### config.mk
export PLATFORM = sky130hd
export DESIGN_NAME = soc_bus
export DESIGN_NICKNAME = d
export VERILOG_FILES = /design/src/source/soc_bus_pkg.sv /design/src/source/soc_bus.sv /design/src/source/soc_bus_mux.sv /design/src/source/soc_bus_demux.sv /design/src/source/soc_addr_decoder.sv
export VERILOG_INCLUDE_DIRS = /design/src /design/src/source
export SDC_FILE = /design/constraint.sdc
export NUM_CORES = 1
export LEC_CHECK = 0
export BUFFER_PORTS_ARGS = -buffer_cell sky130_fd_sc_hd__buf_2
export CAP_MARGIN = 20
export CORE_AREA = 2 2 335 337
export CTS_BUF_LIST = sky130_fd_sc_hd__clkbuf_4 sky130_fd_sc_hd__clkbuf_8
export CTS_CLUSTER_DIAMETER = 150
export CTS_CLUSTER_SIZE = 10
export DETAILED_ROUTE_END_ITERATION = 10
export DIE_AREA = 0 0 337 339
export GPL_ROUTABILITY_DRIVEN = 0
export PLACE_DENSITY = 0.39
export SYNTH_ARGS = -nofsm -noshare
export SYNTH_HDL_FRONTEND = slang
export SYNTH_SLANG_ARGS = --single-unit
### constraint.sdc
create_clock -name clk_i -period 7.2 [get_ports clk_i]
set_input_delay 1.08 -clock clk_i [delete_from_list [all_inputs] [get_ports clk_i]]
set_output_delay 1.08 -clock clk_i [all_outputs]
set_load 0.02 [all_outputs]
### src/source/soc_bus_settings.svh
// Port counts, bus widths and address map constants of the SoC interconnect
`ifndef SOC_BUS_SETTINGS_SVH
`define SOC_BUS_SETTINGS_SVH

// Port counts
`define SOC_N_CLUSTERS 2
`define SOC_L2_N_PORTS 2

// Bytes behind each L2 port, a power of two
`define SOC_L2_BYTES_PER_PORT 32'h0001_0000

// Bus widths in bits
`define SOC_ADDR_W 32
`define SOC_DATA_W 32
`define SOC_ID_W_INP 2

// Cluster windows
// Stride is a power of two and the base is aligned to all cluster windows
`define SOC_CLUSTER_BASE 32'h1000_0000
`define SOC_CLUSTER_STRIDE 32'h0040_0000
`define SOC_CLUSTER_SIZE 32'h0030_0000

// Peripheral region, served by the host bridge
`define SOC_PERIPH_BASE 32'h1A00_0000
`define SOC_PERIPH_END 32'h1AFF_FFFF

// L2 memory, base aligned to the size of all L2 ports together
`define SOC_L2_BASE 32'h1C00_0000

`endif
### src/source/soc_bus_pkg.sv
// Port-count helper functions, derived constants and the bus request, response and address types
`include "soc_bus_settings.svh"

package soc_bus_pkg;

  function automatic int unsigned n_requesters(input int unsigned n_clusters);
    return n_clusters + 1;
  endfunction

  function automatic int unsigned n_targets(input int unsigned n_clusters,
                                            input int unsigned l2_n_ports);
    return n_clusters + l2_n_ports + 1;
  endfunction

  // Index width, at least one bit
  function automatic int unsigned idx_w(input int unsigned n);
    return (n > 1) ? $clog2(n) : 1;
  endfunction

  function automatic int unsigned oup_id_w(input int unsigned n_clusters,
                                           input int unsigned inp_id_w);
    return inp_id_w + idx_w(n_requesters(n_clusters));
  endfunction

  localparam int unsigned N_REQUESTERS = n_requesters(`SOC_N_CLUSTERS);
  localparam int unsigned N_TARGETS = n_targets(`SOC_N_CLUSTERS, `SOC_L2_N_PORTS);
  localparam int unsigned REQ_IDX_W = idx_w(N_REQUESTERS);
  localparam int unsigned OUP_ID_W = oup_id_w(`SOC_N_CLUSTERS, `SOC_ID_W_INP);

  // Target order: clusters, L2 ports, host bridge
  localparam int unsigned TGT_IDX_L2 = `SOC_N_CLUSTERS;
  localparam int unsigned TGT_IDX_RAB = N_TARGETS - 1;

  // Field widths of the two address views
  localparam int unsigned CL_IDX_W = idx_w(`SOC_N_CLUSTERS);
  localparam int unsigned CL_OFF_W = $clog2(`SOC_CLUSTER_STRIDE);
  localparam int unsigned CL_TAG_W = `SOC_ADDR_W - CL_IDX_W - CL_OFF_W;
  localparam int unsigned L2_IDX_W = idx_w(`SOC_L2_N_PORTS);
  localparam int unsigned L2_OFF_W = $clog2(`SOC_L2_BYTES_PER_PORT);
  localparam int unsigned L2_TAG_W = `SOC_ADDR_W - L2_IDX_W - L2_OFF_W;

  typedef logic [`SOC_ADDR_W-1:0] addr_t;
  typedef logic [`SOC_DATA_W-1:0] data_t;
  typedef logic [`SOC_ID_W_INP-1:0] id_inp_t;
  typedef logic [OUP_ID_W-1:0] id_oup_t;
  typedef logic [2:0] tgt_idx_t;

  typedef struct packed {
    logic [CL_TAG_W-1:0] tag;
    logic [CL_IDX_W-1:0] idx;
    logic [CL_OFF_W-1:0] offset;
  } cluster_view_t;

  typedef struct packed {
    logic [L2_TAG_W-1:0] tag;
    logic [L2_IDX_W-1:0] idx;
    logic [L2_OFF_W-1:0] offset;
  } l2_view_t;

  // One address word, read either as a cluster window or as an L2 location
  typedef union packed {
    addr_t         word;
    cluster_view_t cluster_view;
    l2_view_t      l2_view;
  } soc_addr_u;

  typedef struct packed {
    addr_t   addr;
    logic    we;
    data_t   wdata;
    id_inp_t id;
  } slv_req_t;

  typedef struct packed {
    addr_t   addr;
    logic    we;
    data_t   wdata;
    id_oup_t id;
  } mst_req_t;

  typedef struct packed {
    data_t   rdata;
    id_inp_t id;
  } slv_rsp_t;

  typedef struct packed {
    data_t   rdata;
    id_oup_t id;
  } mst_rsp_t;

endpackage

### src/source/soc_bus.sv
// Interconnect top module wiring one demux per requester to one mux per target
`include "soc_bus_settings.svh"

module soc_bus (
  input  logic                                           clk_i,
  input  logic                                           reset,
  input  soc_bus_pkg::slv_req_t [`SOC_N_CLUSTERS-1:0]    cl_slv_req,
  input  logic                  [`SOC_N_CLUSTERS-1:0]    cl_slv_req_valid,
  output logic                  [`SOC_N_CLUSTERS-1:0]    cl_slv_req_ready,
  output soc_bus_pkg::slv_rsp_t [`SOC_N_CLUSTERS-1:0]    cl_slv_rsp,
  output logic                  [`SOC_N_CLUSTERS-1:0]    cl_slv_rsp_valid,
  input  logic                  [`SOC_N_CLUSTERS-1:0]    cl_slv_rsp_ready,
  input  soc_bus_pkg::slv_req_t                          rab_slv_req,
  input  logic                                           rab_slv_req_valid,
  output logic                                           rab_slv_req_ready,
  output soc_bus_pkg::slv_rsp_t                          rab_slv_rsp,
  output logic                                           rab_slv_rsp_valid,
  input  logic                                           rab_slv_rsp_ready,
  output soc_bus_pkg::mst_req_t [`SOC_N_CLUSTERS-1:0]    cl_mst_req,
  output logic                  [`SOC_N_CLUSTERS-1:0]    cl_mst_req_valid,
  input  logic                  [`SOC_N_CLUSTERS-1:0]    cl_mst_req_ready,
  input  soc_bus_pkg::mst_rsp_t [`SOC_N_CLUSTERS-1:0]    cl_mst_rsp,
  input  logic                  [`SOC_N_CLUSTERS-1:0]    cl_mst_rsp_valid,
  output logic                  [`SOC_N_CLUSTERS-1:0]    cl_mst_rsp_ready,
  output soc_bus_pkg::mst_req_t [`SOC_L2_N_PORTS-1:0]    l2_mst_req,
  output logic                  [`SOC_L2_N_PORTS-1:0]    l2_mst_req_valid,
  input  logic                  [`SOC_L2_N_PORTS-1:0]    l2_mst_req_ready,
  input  soc_bus_pkg::mst_rsp_t [`SOC_L2_N_PORTS-1:0]    l2_mst_rsp,
  input  logic                  [`SOC_L2_N_PORTS-1:0]    l2_mst_rsp_valid,
  output logic                  [`SOC_L2_N_PORTS-1:0]    l2_mst_rsp_ready,
  output soc_bus_pkg::mst_req_t                          rab_mst_req,
  output logic                                           rab_mst_req_valid,
  input  logic                                           rab_mst_req_ready,
  input  soc_bus_pkg::mst_rsp_t                          rab_mst_rsp,
  input  logic                                           rab_mst_rsp_valid,
  output logic                                           rab_mst_rsp_ready
);

  localparam int unsigned N_REQ = soc_bus_pkg::N_REQUESTERS;
  localparam int unsigned N_TGT = soc_bus_pkg::N_TARGETS;

  // Requester side, clusters first, host bridge last
  soc_bus_pkg::slv_req_t [N_REQ-1:0] req;
  logic                  [N_REQ-1:0] req_valid;
  logic                  [N_REQ-1:0] req_ready;
  soc_bus_pkg::slv_rsp_t [N_REQ-1:0] rsp;
  logic                  [N_REQ-1:0] rsp_valid;
  logic                  [N_REQ-1:0] rsp_ready;

  // Target side, clusters, then L2 ports, then host bridge
  soc_bus_pkg::mst_req_t [N_TGT-1:0] tgt_req;
  logic                  [N_TGT-1:0] tgt_req_valid;
  logic                  [N_TGT-1:0] tgt_req_ready;
  soc_bus_pkg::mst_rsp_t [N_TGT-1:0] tgt_rsp;
  logic                  [N_TGT-1:0] tgt_rsp_valid;
  logic                  [N_TGT-1:0] tgt_rsp_ready;

  // Crossbar handshakes, seen from the demux and from the mux side
  logic [N_REQ-1:0][N_TGT-1:0] dmx_req_valid;
  logic [N_REQ-1:0][N_TGT-1:0] dmx_req_ready;
  logic [N_REQ-1:0][N_TGT-1:0] dmx_rsp_valid;
  logic [N_REQ-1:0][N_TGT-1:0] dmx_rsp_ready;
  logic [N_TGT-1:0][N_REQ-1:0] mux_req_valid;
  logic [N_TGT-1:0][N_REQ-1:0] mux_req_ready;
  logic [N_TGT-1:0][N_REQ-1:0] mux_rsp_valid;
  logic [N_TGT-1:0][N_REQ-1:0] mux_rsp_ready;
  soc_bus_pkg::slv_rsp_t [N_TGT-1:0] mux_rsp;

  assign req       = {rab_slv_req, cl_slv_req};
  assign req_valid = {rab_slv_req_valid, cl_slv_req_valid};
  assign rsp_ready = {rab_slv_rsp_ready, cl_slv_rsp_ready};
  assign {rab_slv_req_ready, cl_slv_req_ready} = req_ready;
  assign {rab_slv_rsp, cl_slv_rsp}             = rsp;
  assign {rab_slv_rsp_valid, cl_slv_rsp_valid} = rsp_valid;

  assign {rab_mst_req, l2_mst_req, cl_mst_req}                   = tgt_req;
  assign {rab_mst_req_valid, l2_mst_req_valid, cl_mst_req_valid} = tgt_req_valid;
  assign {rab_mst_rsp_ready, l2_mst_rsp_ready, cl_mst_rsp_ready} = tgt_rsp_ready;
  assign tgt_req_ready = {rab_mst_req_ready, l2_mst_req_ready, cl_mst_req_ready};
  assign tgt_rsp       = {rab_mst_rsp, l2_mst_rsp, cl_mst_rsp};
  assign tgt_rsp_valid = {rab_mst_rsp_valid, l2_mst_rsp_valid, cl_mst_rsp_valid};

  for (genvar r = 0; r < N_REQ; r++) begin : gen_xpose_req
    for (genvar t = 0; t < N_TGT; t++) begin : gen_xpose_tgt
      assign mux_req_valid[t][r] = dmx_req_valid[r][t];
      assign dmx_req_ready[r][t] = mux_req_ready[t][r];
      assign dmx_rsp_valid[r][t] = mux_rsp_valid[t][r];
      assign mux_rsp_ready[t][r] = dmx_rsp_ready[r][t];
    end
  end

  for (genvar r = 0; r < N_REQ; r++) begin : gen_demux
    soc_bus_demux i_demux (
      .clk_i,
      .reset,
      .slv_req       (req[r]),
      .slv_req_valid (req_valid[r]),
      .slv_req_ready (req_ready[r]),
      .slv_rsp       (rsp[r]),
      .slv_rsp_valid (rsp_valid[r]),
      .slv_rsp_ready (rsp_ready[r]),
      .tgt_req_valid (dmx_req_valid[r]),
      .tgt_req_ready (dmx_req_ready[r]),
      .tgt_rsp       (mux_rsp),
      .tgt_rsp_valid (dmx_rsp_valid[r]),
      .tgt_rsp_ready (dmx_rsp_ready[r])
    );
  end

  for (genvar t = 0; t < N_TGT; t++) begin : gen_mux
    soc_bus_mux i_mux (
      .clk_i,
      .reset,
      .src_req       (req),
      .src_req_valid (mux_req_valid[t]),
      .src_req_ready (mux_req_ready[t]),
      .src_rsp       (mux_rsp[t]),
      .src_rsp_valid (mux_rsp_valid[t]),
      .src_rsp_ready (mux_rsp_ready[t]),
      .mst_req       (tgt_req[t]),
      .mst_req_valid (tgt_req_valid[t]),
      .mst_req_ready (tgt_req_ready[t]),
      .mst_rsp       (tgt_rsp[t]),
      .mst_rsp_valid (tgt_rsp_valid[t]),
      .mst_rsp_ready (tgt_rsp_ready[t])
    );
  end

endmodule

### src/source/soc_bus_mux.sv
// Per-target mux module with round-robin arbiter, output register and response routing
`include "soc_bus_settings.svh"

module soc_bus_mux (
  input  logic                                                 clk_i,
  input  logic                                                 reset,
  input  soc_bus_pkg::slv_req_t [soc_bus_pkg::N_REQUESTERS-1:0] src_req,
  input  logic                  [soc_bus_pkg::N_REQUESTERS-1:0] src_req_valid,
  output logic                  [soc_bus_pkg::N_REQUESTERS-1:0] src_req_ready,
  output soc_bus_pkg::slv_rsp_t                                src_rsp,
  output logic                  [soc_bus_pkg::N_REQUESTERS-1:0] src_rsp_valid,
  input  logic                  [soc_bus_pkg::N_REQUESTERS-1:0] src_rsp_ready,
  output soc_bus_pkg::mst_req_t                                mst_req,
  output logic                                                 mst_req_valid,
  input  logic                                                 mst_req_ready,
  input  soc_bus_pkg::mst_rsp_t                                mst_rsp,
  input  logic                                                 mst_rsp_valid,
  output logic                                                 mst_rsp_ready
);

  localparam int unsigned N_REQ = soc_bus_pkg::N_REQUESTERS;
  localparam int unsigned REQ_IDX_W = soc_bus_pkg::REQ_IDX_W;
  localparam int unsigned OUP_ID_W = soc_bus_pkg::OUP_ID_W;

  logic [REQ_IDX_W-1:0]  rr_ptr;
  logic [REQ_IDX_W-1:0]  grant_idx;
  logic [REQ_IDX_W-1:0]  next_ptr;
  logic                  grant_valid;
  logic                  out_valid;
  logic                  out_ready;
  logic                  load;
  soc_bus_pkg::mst_req_t out_req;
  soc_bus_pkg::slv_req_t win_req;
  logic [REQ_IDX_W-1:0]  rsp_src;
  logic                  rsp_src_ok;

  // Round robin, search starts at the requester after the last winner
  always_comb begin
    int unsigned idx;
    grant_valid = 1'b0;
    grant_idx   = '0;
    for (int unsigned k = 0; k < N_REQ; k++) begin
      idx = (32'(rr_ptr) + k) % N_REQ;
      if (!grant_valid && src_req_valid[idx]) begin
        grant_valid = 1'b1;
        grant_idx   = REQ_IDX_W'(idx);
      end
    end
  end

  assign next_ptr = (32'(grant_idx) == N_REQ - 1) ? '0 : grant_idx + 1'b1;

  // Output register takes a new entry when empty or draining this cycle
  assign out_ready = !out_valid || mst_req_ready;
  assign load      = out_ready && grant_valid;

  always_comb begin
    src_req_ready            = '0;
    src_req_ready[grant_idx] = load;
  end

  always_ff @(posedge clk_i) begin
    if (reset) begin
      out_valid <= 1'b0;
      rr_ptr    <= '0;
    end else if (load) begin
      out_valid <= 1'b1;
      rr_ptr    <= next_ptr;
    end else if (mst_req_ready) begin
      out_valid <= 1'b0;
    end
  end

  assign win_req = src_req[grant_idx];

  // Requester index goes in front of the original ID
  always_ff @(posedge clk_i) begin
    if (load) begin
      out_req.addr  <= win_req.addr;
      out_req.we    <= win_req.we;
      out_req.wdata <= win_req.wdata;
      out_req.id    <= {grant_idx, win_req.id};
    end
  end

  assign mst_req       = out_req;
  assign mst_req_valid = out_valid;

  // Response goes straight back, steered by the upper ID bits
  assign rsp_src    = mst_rsp.id[OUP_ID_W-1 -: REQ_IDX_W];
  assign rsp_src_ok = (32'(rsp_src) < N_REQ);

  assign src_rsp.rdata = mst_rsp.rdata;
  assign src_rsp.id    = mst_rsp.id[`SOC_ID_W_INP-1:0];

  always_comb begin
    src_rsp_valid = '0;
    if (rsp_src_ok) begin
      src_rsp_valid[rsp_src] = mst_rsp_valid;
    end
  end

  assign mst_rsp_ready = rsp_src_ok && src_rsp_ready[rsp_src];

endmodule

### src/source/soc_bus_demux.sv
// Per-requester demux module with address decode and outstanding-target tracking
module soc_bus_demux (
  input  logic                                              clk_i,
  input  logic                                              reset,
  input  soc_bus_pkg::slv_req_t                             slv_req,
  input  logic                                              slv_req_valid,
  output logic                                              slv_req_ready,
  output soc_bus_pkg::slv_rsp_t                             slv_rsp,
  output logic                                              slv_rsp_valid,
  input  logic                                              slv_rsp_ready,
  output logic                  [soc_bus_pkg::N_TARGETS-1:0] tgt_req_valid,
  input  logic                  [soc_bus_pkg::N_TARGETS-1:0] tgt_req_ready,
  input  soc_bus_pkg::slv_rsp_t [soc_bus_pkg::N_TARGETS-1:0] tgt_rsp,
  input  logic                  [soc_bus_pkg::N_TARGETS-1:0] tgt_rsp_valid,
  output logic                  [soc_bus_pkg::N_TARGETS-1:0] tgt_rsp_ready
);

  soc_bus_pkg::soc_addr_u req_addr;
  soc_bus_pkg::tgt_idx_t  dec_tgt;
  soc_bus_pkg::tgt_idx_t  pend_tgt;
  logic                   pending;
  logic                   req_fire;
  logic                   rsp_fire;

  assign req_addr = slv_req.addr;

  soc_addr_decoder i_decoder (
    .addr (req_addr),
    .tgt  (dec_tgt)
  );

  // Valid goes to the decoded mux only, and only while nothing is in flight
  always_comb begin
    tgt_req_valid = '0;
    slv_req_ready = 1'b0;
    if (!pending) begin
      tgt_req_valid[dec_tgt] = slv_req_valid;
      slv_req_ready          = tgt_req_ready[dec_tgt];
    end
  end

  assign req_fire = slv_req_valid && slv_req_ready;
  assign rsp_fire = slv_rsp_valid && slv_rsp_ready;

  // Outstanding target, held from acceptance until the response handshake
  always_ff @(posedge clk_i) begin
    if (reset) begin
      pending  <= 1'b0;
      pend_tgt <= '0;
    end else if (req_fire) begin
      pending  <= 1'b1;
      pend_tgt <= dec_tgt;
    end else if (rsp_fire) begin
      pending  <= 1'b0;
    end
  end

  // Response path, only from the target we are waiting on
  assign slv_rsp       = tgt_rsp[pend_tgt];
  assign slv_rsp_valid = pending && tgt_rsp_valid[pend_tgt];

  always_comb begin
    tgt_rsp_ready           = '0;
    tgt_rsp_ready[pend_tgt] = pending && slv_rsp_ready;
  end

endmodule

### src/source/soc_addr_decoder.sv
// Address decoder module mapping a request address to a target port index
`include "soc_bus_settings.svh"

module soc_addr_decoder (
  input  soc_bus_pkg::soc_addr_u addr,
  output soc_bus_pkg::tgt_idx_t  tgt
);

  // Bit position of the lowest tag bit in each view
  localparam int unsigned CL_LSB = soc_bus_pkg::CL_IDX_W + soc_bus_pkg::CL_OFF_W;
  localparam int unsigned L2_LSB = soc_bus_pkg::L2_IDX_W + soc_bus_pkg::L2_OFF_W;

  // Tag values of the cluster block and of the L2 block
  localparam logic [`SOC_ADDR_W-1:0] CL_TAG = `SOC_CLUSTER_BASE >> CL_LSB;
  localparam logic [`SOC_ADDR_W-1:0] L2_TAG = `SOC_L2_BASE >> L2_LSB;

  logic cl_tag_hit;
  logic cl_idx_hit;
  logic cl_off_hit;
  logic cl_hit;
  logic l2_tag_hit;
  logic l2_idx_hit;
  logic l2_hit;

  // Cluster window
  // Upper part of each stride beyond the window size is a gap
  always_comb begin
    cl_tag_hit = (addr.cluster_view.tag == CL_TAG[soc_bus_pkg::CL_TAG_W-1:0]);
    cl_idx_hit = (32'(addr.cluster_view.idx) < `SOC_N_CLUSTERS);
    cl_off_hit = (32'(addr.cluster_view.offset) < `SOC_CLUSTER_SIZE);
    cl_hit     = cl_tag_hit && cl_idx_hit && cl_off_hit;
  end

  // L2 range, one port per block of SOC_L2_BYTES_PER_PORT
  always_comb begin
    l2_tag_hit = (addr.l2_view.tag == L2_TAG[soc_bus_pkg::L2_TAG_W-1:0]);
    l2_idx_hit = (32'(addr.l2_view.idx) < `SOC_L2_N_PORTS);
    l2_hit     = l2_tag_hit && l2_idx_hit;
  end

  // Below clusters, gaps, periph and above L2 all end at the host bridge
  always_comb begin
    if (cl_hit) begin
      tgt = soc_bus_pkg::tgt_idx_t'(addr.cluster_view.idx);
    end else if (l2_hit) begin
      tgt = soc_bus_pkg::tgt_idx_t'(soc_bus_pkg::TGT_IDX_L2 + 32'(addr.l2_view.idx));
    end else begin
      tgt = soc_bus_pkg::tgt_idx_t'(soc_bus_pkg::TGT_IDX_RAB);
    end
  end

endmodule

=== Word level (Yosys, flattened, before mapping) ===
Cells that the tools add are included.

* $add $sub $neg: 18
* Divide/modulo/power cells: 15
* Magnitude comparators: 55
* Eq/ne operators: 11
* Multiplexer cells: 168
* Bitwise gates (word level): 16
* Reductions and logical operators: 79

{| class="wikitable"
|+ Operators with widths
! cell !! number
|-
| binary-select mux 67 bit (select 2 bit) || 5
|-
| < comparator 32 x 3 -> 1 bit, second input constant || 15
|-
| 2-to-1 mux 67 bit || 5
|-
| modulo 32 x 2 -> 32 bit, second input constant || 10
|-
| binary-select mux 34 bit (select 3 bit) || 3
|-
| modulo 2 x 2 -> 32 bit, second input constant || 5
|-
| 2-to-1 mux 34 bit || 3
|-
| 2-to-1 mux 1 bit || 76
|-
| < comparator 22 bit, second input constant || 3
|-
| logical AND 1 bit || 51
|-
| equality test 15 x 12 -> 1 bit, second input constant || 3
|-
| binary-select mux 1 bit (select 2 bit) || 20
|-
| 2-to-1 mux 2 bit || 20
|-
| 2-to-1 mux 3 bit || 11
|-
| bitwise AND 3 bit || 10
|-
| bitwise AND 5 bit || 6
|-
| < comparator 2 x 3 -> 1 bit, second input constant || 10
|-
| equality test 9 x 6 -> 1 bit, second input constant || 3
|-
| < comparator 3 x 4 -> 1 bit, second input constant || 6
|-
| demux 1 bit (select 2 bit) || 10
|-
| greater-or-equal comparator 2 x 1 -> 1 bit, second input constant || 10
|-
| binary-select mux 1 bit (select 3 bit) || 6
|-
| demux 1 bit (select 3 bit) || 6
|-
| greater-or-equal comparator 3 x 1 -> 1 bit, second input constant || 6
|-
| other kinds (10) || 59
|}

* Register bits after elaboration: 372
* Input bits: 399
* Output and inout port bits: 463
* Word-level logic and storage cells: 398

=== Logic depth before layout (Yosys ltp) ===
* Word-level depth: 28
* Depth in mapped cells: 14
* Depth with buffers taken out: 13

=== Modules after synthesis ===
From an unflattened synthesis, not the netlist that was laid out.

* Cells, all modules: 3064
* Area, all modules: 29754.8 um^2

{| class="wikitable"
|+ Modules (own cells, without submodules)
! module !! instances !! cells an instance !! area each (um^2) !! seq. area each (um^2)
|-
| soc_bus_mux at gen_mux[1].i_mux ... || 4 || 484 || 4834.6 || 2132.0
|-
| soc_bus_mux at gen_mux[0].i_mux || 1 || 484 || 4956.0 || 2132.0
|-
| soc_bus_demux at gen_demux[1].i_demux || 1 || 204 || 1749.2 || 80.1
|-
| soc_bus_demux at gen_demux[2].i_demux || 1 || 204 || 1721.7 || 80.1
|-
| soc_bus_demux at gen_demux[0].i_demux || 1 || 200 || 1699.1 || 80.1
|-
| soc_addr_decoder at gen_demux[1].i_demux.i_decoder ... || 2 || 12 || 97.6 || 0.0
|-
| soc_addr_decoder at gen_demux[0].i_demux.i_decoder || 1 || 12 || 95.1 || 0.0
|}

=== Worst setup path before layout ===
No wires, ideal clock.

* Kind: input port to output port
* Start point: input rab_slv_req[64] in the netlist's numbering
* End point: output cl_slv_req_ready[0]
* Arrival: 5019 ps
* Data required time: 6120 ps
* Path slack: 1101 ps
* Stages: 10
* Path buffers: 1
* Path through: nor4b_4 nand4_4 and2_1 maj3_2 a211oi_4 a221oi_2 or3_4 or2_4 inv_2 buf_4

* Elaborated cells on any way between the ends: 130
* Classes of those cells: order compare (12); eq/ne (2); mux (78); bitwise (6); reduce/logical (32)

{| class="wikitable"
|+ RTL lines
! what !! RTL line !! text
|-
| start, declared || soc_bus.sv:13 || <nowiki>input soc_bus_pkg::slv_req_t rab_slv_req,</nowiki>
|-
| equality test 15 x 12 -> 1 bit or equality test 9 x 6 -> 1 bit (tied branches) || soc_addr_decoder.sv:36, soc_addr_decoder.sv:28 ||
|-
| 2-to-1 mux 3 bit or logical AND 1 bit (tied branches) || soc_addr_decoder.sv:45, soc_addr_decoder.sv:31 ||
|-
| 2-to-1 mux 3 bit (*) || soc_addr_decoder.sv:43 || <nowiki>if (cl_hit) begin</nowiki>
|-
| < comparator 3 x 4 -> 1 bit (implied by the code) or greater-or-equal comparator 3 x 1 -> 1 bit (tied branches) || soc_bus_demux.sv:37 || <nowiki>tgt_req_valid[dec_tgt] = slv_req_valid;</nowiki>
|-
| logical AND 1 bit (implied by the code) || soc_bus_demux.sv:37 ||
|-
| 2-to-1 mux 1 bit (implied by the code) || soc_bus_demux.sv:37 ||
|-
| demux 1 bit (select 3 bit) (*) || -- ||
|-
| bitwise AND 5 bit (no source line) (*) || -- ||
|-
| [8 not listed] || -- ||
|-
| logical AND 1 bit || soc_bus_mux.sv:44 || <nowiki>if (!grant_valid && src_req_valid[idx]) begin</nowiki>
|-
| 2-to-1 mux 1 bit (*) || soc_bus_mux.sv:44 ||
|-
| logical AND 1 bit (*) || soc_bus_mux.sv:55 || <nowiki>assign load = out_ready && grant_valid;</nowiki>
|-
| via gen_mux[0].i_mux.load || soc_bus_mux.sv:31 || <nowiki>logic load;</nowiki>
|-
| bitwise AND 3 bit (no source line) (*) || -- ||
|-
| binary-select mux 1 bit (select 3 bit) (*) || soc_bus_demux.sv:38 || <nowiki>slv_req_ready = tgt_req_ready[dec_tgt];</nowiki>
|-
| 2-to-1 mux 1 bit (implied by the code) (*) || soc_bus_demux.sv:38 ||
|-
| 2-to-1 mux 1 bit (*) || soc_bus_demux.sv:36 || <nowiki>if (!pending) begin</nowiki>
|-
| end, declared || soc_bus.sv:9 || <nowiki>output logic [`SOC_N_CLUSTERS-1:0] cl_slv_req_ready,</nowiki>
|}

Mark *: on every way through the listed nets, which the timed path passes. The rest lies on a longest branch. The select of a mux whose other input is x is not followed.

=== Final worst setup path ===
* Start point: input cl_slv_req[58] in the netlist's numbering
* End point: output cl_slv_req_ready[0]

* Longest elaborated chain between the ends: 26
* Elaborated cells on any way between the ends: 130
* Classes of those cells: order compare (12); eq/ne (2); mux (78); bitwise (6); reduce/logical (32)

{| class="wikitable"
|+ Ends and longest elaborated chain
! what !! RTL line !! text
|-
| start, declared || soc_bus.sv:7 || <nowiki>input soc_bus_pkg::slv_req_t [`SOC_N_CLUSTERS-1:0] cl_slv_req,</nowiki>
|-
| equality test 15 x 12 -> 1 bit or equality test 9 x 6 -> 1 bit (tied branches) || soc_addr_decoder.sv:36, soc_addr_decoder.sv:28 ||
|-
| 2-to-1 mux 3 bit or logical AND 1 bit (tied branches) || soc_addr_decoder.sv:45, soc_addr_decoder.sv:31 ||
|-
| 2-to-1 mux 3 bit (*) || soc_addr_decoder.sv:43 ||
|-
| < comparator 3 x 4 -> 1 bit (implied by the code) or greater-or-equal comparator 3 x 1 -> 1 bit (tied branches) || soc_bus_demux.sv:37 ||
|-
| logical AND 1 bit (implied by the code) || soc_bus_demux.sv:37 ||
|-
| 2-to-1 mux 1 bit (implied by the code) || soc_bus_demux.sv:37 ||
|-
| demux 1 bit (select 3 bit) || -- ||
|-
| bitwise AND 5 bit (no source line) || -- ||
|-
| [10 not listed] || -- ||
|-
| < comparator 2 x 3 -> 1 bit (implied by the code) or greater-or-equal comparator 2 x 1 -> 1 bit (tied branches) || soc_bus_mux.sv:59 || <nowiki>src_req_ready[grant_idx] = load;</nowiki>
|-
| logical AND 1 bit (implied by the code) || soc_bus_mux.sv:59 ||
|-
| 2-to-1 mux 1 bit (implied by the code) || soc_bus_mux.sv:59 ||
|-
| demux 1 bit (select 2 bit) || -- ||
|-
| bitwise AND 3 bit (no source line) || -- ||
|-
| binary-select mux 1 bit (select 3 bit) (*) || soc_bus_demux.sv:38 ||
|-
| 2-to-1 mux 1 bit (implied by the code) (*) || soc_bus_demux.sv:38 ||
|-
| 2-to-1 mux 1 bit (*) || soc_bus_demux.sv:36 ||
|}

Every way passes the cells marked *; elsewhere a longest branch is shown, timed or not. The select of a mux whose other input is x is not followed.

==> summary.txt <==
Timing
  • Unrepaired setup endpoints after global routing: false
  • Hold Violations, Final: 0
  • Transition time of the tightest slew-check pin: approximately 1.1 ns
  • Final setup fails: 0
  • Hold WS: between 0.4 and 0.5 ns
  • Max_slew headroom: between 20% and 30%
  • F_max: 0.174 GHz
  • Sum of negative setup slack: 0 ns
  • Min Clock Period, post-route: around 5.8 ns
  • Post-route clock skew: 0.0402 ns
  • Portion of the clock cycle consumed by the worst path in the final layout: 79.9%
  • Pins over their slew limit: 0

Worst setup path
  • Dominant cell type by count on the critical path: sky130_fd_sc_hd__buf_2
  • Maximum fanout count along the critical path: 8
  • Cell chain of the critical path: buf_2, nor3_1, nand4_1, a2111o_1, nand3_2, a21oi_1, mux2i_4, a221oi_1, or2_4, inv_2, buf_2
  • Kind of end point of the critical path: output pin
  • Sort of element at the start of the critical path: input pin
  • Worst path max stage delay: 0.71 ns
  • Critical Path Slowest Stage Cell: sky130_fd_sc_hd__nor3_1
  • CP Data Arrival Time: around 4.7 ns
  • Critical setup path kind: input pin to output pin
  • Critical path required time: 6.12 ns

GRT
  • Number of global-route vias before repair: between 20000 and 25000
  • Total grt overflow: 0
  • Antenna violations before repair: 45
  • Pin count of the biggest net entering global routing: 70
  • Overall global routing resource usage: around a fifth
  • Met2 usage: 37.2%
  • Met3 Track Usage GR: 4.38%
  • Gr busiest metal: met2
  • Met1 layer usage reported by global route: 26.2%
  • First-pass GRT wire length: 178 mm

Synth
  • Net count of the mapped netlist: 2797
  • Fraction of the yosys area taken by sequential cells: between 40% and 50%
  • Number of warnings printed during yosys synthesis: 0
  • Async set or reset register ratio after synthesis: 0%
  • Number of synthesized flops with an enable pin: about 350
  • Number of distinct library cell variants in the gate-level netlist after synthesis: 90
  • Synthesized area per cell: 9.50 um2
  • Post-synth top flop: sky130_fd_sc_hd__edfxtp_1
  • Flip-flop and latch count after synthesis: 372
  • Mapped Area: 22700 um2
  • Mapped Cells: approximately 2400

Clocking
  • # hold bufs at CTS: 0
  • Post-CTS Setup Inserts: 0
  • Resized cells post-CTS: 0
  • Root buffer selected by CTS: sky130_fd_sc_hd__clkbuf_8
  • TritonCTS Buffers: 43
  • TritonCTS sink count: ~370
  • Clock slew at the register clock pins of the worst setup and hold paths: 0.09 ns
  • Latest clock arrival within the worst-skew pair: 0.66 ns
  • Clock tree buffer depth: 3
  • CTS H-tree depth: 2
  • TritonCTS clock tree: yes

Hold path
  • Hold Path Class: flip-flop to flip-flop

Place
  • Hpwl dp: slightly above 90 mm
  • Count of buffers from port buffering: about 860

Drt
  • Initial DRT Pass Iterations: 8
  • Detailed-route vias per instance: 4.86
  • Count of vias placed by the detailed router: 22700
  • Remaining antenna violation count: 0
  • Count of routing violations after the opening detailed-route iteration: 1777
  • DRC: 0
  • Routed wirelength normalized by instance count: 27.4 um
  • Routed Wire Length: roughly 130 mm

Power and ir drop
  • Cell leakage power: 12.2 nW
  • Share of total power in sequential cells: between 30% and 40%
  • Max IR drop VDD: about 0.19 mV
  • Relative contribution of combinational cells to total power: around 40%
  • Power dissipated by switching net loads: 3.12 mW
  • Share of total power in the clock network: approximately a fifth
  • Sw Ratio: between 40% and 50%
  • Cell internal power dissipation: about 4.3 mW
  • Power density normalized to cell area: between 200 and 300 nW/um2

Cells and area
  • Relative area change from synthesis to final layout: 29.8%
  • Fraction of final layout cells with drive strength greater than 1: 34.2%
  • Total Nets Final: 3555

Status
  • Status: complete, no violations

Floorplanning
  • Die Footprint: around 110000 um2
  • Die boundary height: 339 um
  • Initial core utilization: 20.6%
  • Number of top-level design ports: ~860
  • Area of the core: approximately 110000 um2
  • Width of the die: about 340 um
  • Total number of placement rows: ~120

Flow run
  • Max-cap violation count: 0
[cells in the final DEF (no fill, tap or decap), types with 10 or more instances in the layout]
cell type / count
sky130_fd_sc_hd__inv_1: 52
sky130_fd_sc_hd__mux4_2: 29
sky130_fd_sc_hd__nor3_1: 11
sky130_fd_sc_hd__nand2_1: 605
sky130_fd_sc_hd__clkbuf_4: 24
sky130_fd_sc_hd__mux2i_1: 151
sky130_fd_sc_hd__nand2b_1: 22
sky130_fd_sc_hd__nor4_1: 10
sky130_fd_sc_hd__ha_1: 10
sky130_fd_sc_hd__dfxtp_1: 18
sky130_fd_sc_hd__diode_2: 14
sky130_fd_sc_hd__a22oi_1: 228
sky130_fd_sc_hd__buf_4: 52
sky130_fd_sc_hd__nor2b_1: 17
sky130_fd_sc_hd__o21ai_0: 91
sky130_fd_sc_hd__clkbuf_8: 43
sky130_fd_sc_hd__o22ai_1: 74
sky130_fd_sc_hd__and2_1: 50
sky130_fd_sc_hd__nor2_1: 94
sky130_fd_sc_hd__buf_2: 861
sky130_fd_sc_hd__a21oi_1: 93
sky130_fd_sc_hd__o21ai_1: 12
sky130_fd_sc_hd__nand4_1: 11
sky130_fd_sc_hd__mux2_2: 14
sky130_fd_sc_hd__nand3_1: 91
sky130_fd_sc_hd__edfxtp_1: 345
[cells by family (layout without fill, tap and decap cells)]
logic type / after synthesis / in the layout / synth area share (%)
AO/OA/AOI/OAI: 579 / 579 / 17.1
adder cells (fa/ha/maj): 15 / 15 / 0.778
buffers and inverters: 256 / 1041 / 4.48
flip-flops: 372 / 372 / 48.1
multiplexers: 196 / 196 / 10.3
other: 0 / 14 / 0
AND/OR/NAND/NOR: 970 / 970 / 19.2
[power groups by stage]
stage / registers (mW) / clock network (mW) / logic (mW)
2_1_floorplan: 3.14 / 0 / 1.41
3_3_place_gp: 2.92 / 0 / 3.01
3_5_place_dp: 2.92 / 0 / 3.01
4_1_cts: 2.88 / 1.61 / 3.02
5_1_grt: 2.90 / 1.68 / 3.19
6_report: 2.87 / 1.55 / 2.98
[state kept, by name (all words and copies together) (netlist names)]
signal / count
gen_mux.i_mux.mst_req: 345
gen_mux.i_mux.rr_ptr: 10
gen_demux.i_demux.pend_tgt: 9
gen_mux.i_mux.mst_req_valid: 5
gen_demux.i_demux.pending: 3
[per-stage QoR]
step | instances | instance area (um2) | util, % | power, mW | setup WS (ns)
6_report | 4675 | 29400 | 26.7 | 7.40 | 1.44
4_1_cts | 4661 | 29400 | 26.6 | 7.50 | 1.40
2_1_floorplan | 2388 | 22700 | - | 4.56 | 1.10
3_5_place_dp | 4589 | 28600 | 25.9 | 5.93 | 1.45
5_1_grt | 4670 | 29400 | 26.7 | 7.77 | 1.35
3_3_place_gp | 4589 | 28600 | 25.9 | 5.94 | 1.48
[cell usage after synthesis, types with 14 or more instances]
cell type | count | share of area [%]
sky130_fd_sc_hd__nand2_1 | 606 | 10
sky130_fd_sc_hd__edfxtp_1 | 345 | 46
sky130_fd_sc_hd__a22oi_1 | 228 | 7.5
sky130_fd_sc_hd__clkbuf_1 | 160 | 2.6
sky130_fd_sc_hd__mux2i_1 | 152 | 6.7
sky130_fd_sc_hd__nor2_1 | 97 | 1.6
sky130_fd_sc_hd__a21oi_1 | 93 | 2.1
sky130_fd_sc_hd__nand3_1 | 91 | 2.0
sky130_fd_sc_hd__o21ai_0 | 91 | 2.0
sky130_fd_sc_hd__o22ai_1 | 74 | 2.0
sky130_fd_sc_hd__and2_1 | 52 | 1.4
sky130_fd_sc_hd__inv_1 | 52 | 0.86
sky130_fd_sc_hd__mux4_2 | 29 | 2.9
sky130_fd_sc_hd__dfxtp_1 | 27 | 2.4
sky130_fd_sc_hd__nand2b_1 | 22 | 0.61
sky130_fd_sc_hd__buf_1 | 19 | 0.31
sky130_fd_sc_hd__nor2b_1 | 17 | 0.47
sky130_fd_sc_hd__mux2_2 | 14 | 0.70
sky130_fd_sc_hd__o21ai_1 | 14 | 0.31
[layer usage]
layer | part of all wire [%] | wire (um)
met5 | 0.14 | 178
met4 | 3.2 | 4110
met3 | 6.6 | 8510
met2 | 49 | 63200
met1 | 41 | 52000
[path summary, 6_finish.rpt]
| kind | from | endpoint | slack [ns] | cells after the start |
|---|---|---|---|---|
| setup / recovery | cl_slv_req[58] | cl_slv_req_ready[0] | 1.44 | 11 |
| hold / removal | gen_mux[3].i_mux.rr_ptr[0]$_SDFFE_PP0N_ | gen_mux[3].i_mux.rr_ptr[0]$_SDFFE_PP0N_ | 0.49 | 2 |
| setup reg to reg | gen_demux[2].i_demux.pending$_SDFFE_PP0P_ | gen_demux[2].i_demux.pend_tgt[1]$_SDFFE_PP0P_ | 3.41 | 9 |
| hold reg to reg | gen_mux[3].i_mux.rr_ptr[0]$_SDFFE_PP0N_ | gen_mux[3].i_mux.rr_ptr[0]$_SDFFE_PP0N_ | 0.49 | 2 |
[critical path: cells and delay by family]
kind                   cells  cell delay (ns)
and+or+nand+nor            4             1.70
AOI/OAI and AO/OA          3             1.31
buffers and inverters      3             0.37
muxes                      1             0.21
[final cells by class]
class / instances / area [um2]
Multi-Input combinational cell: 1760 / 10900
Timing Repair Buffer: 913 / 4700
Fill cell: 12000 / 80900
Tap cell: 1488 / 1860
Sequential cell: 372 / 10900
Antenna cell: 14 / 35.0
Clock inverter: 5 / 33.8
Clock buffer: 67 / 772
Inverter: 56 / 215
Note: power is estimated with default switching activity, not from simulation.
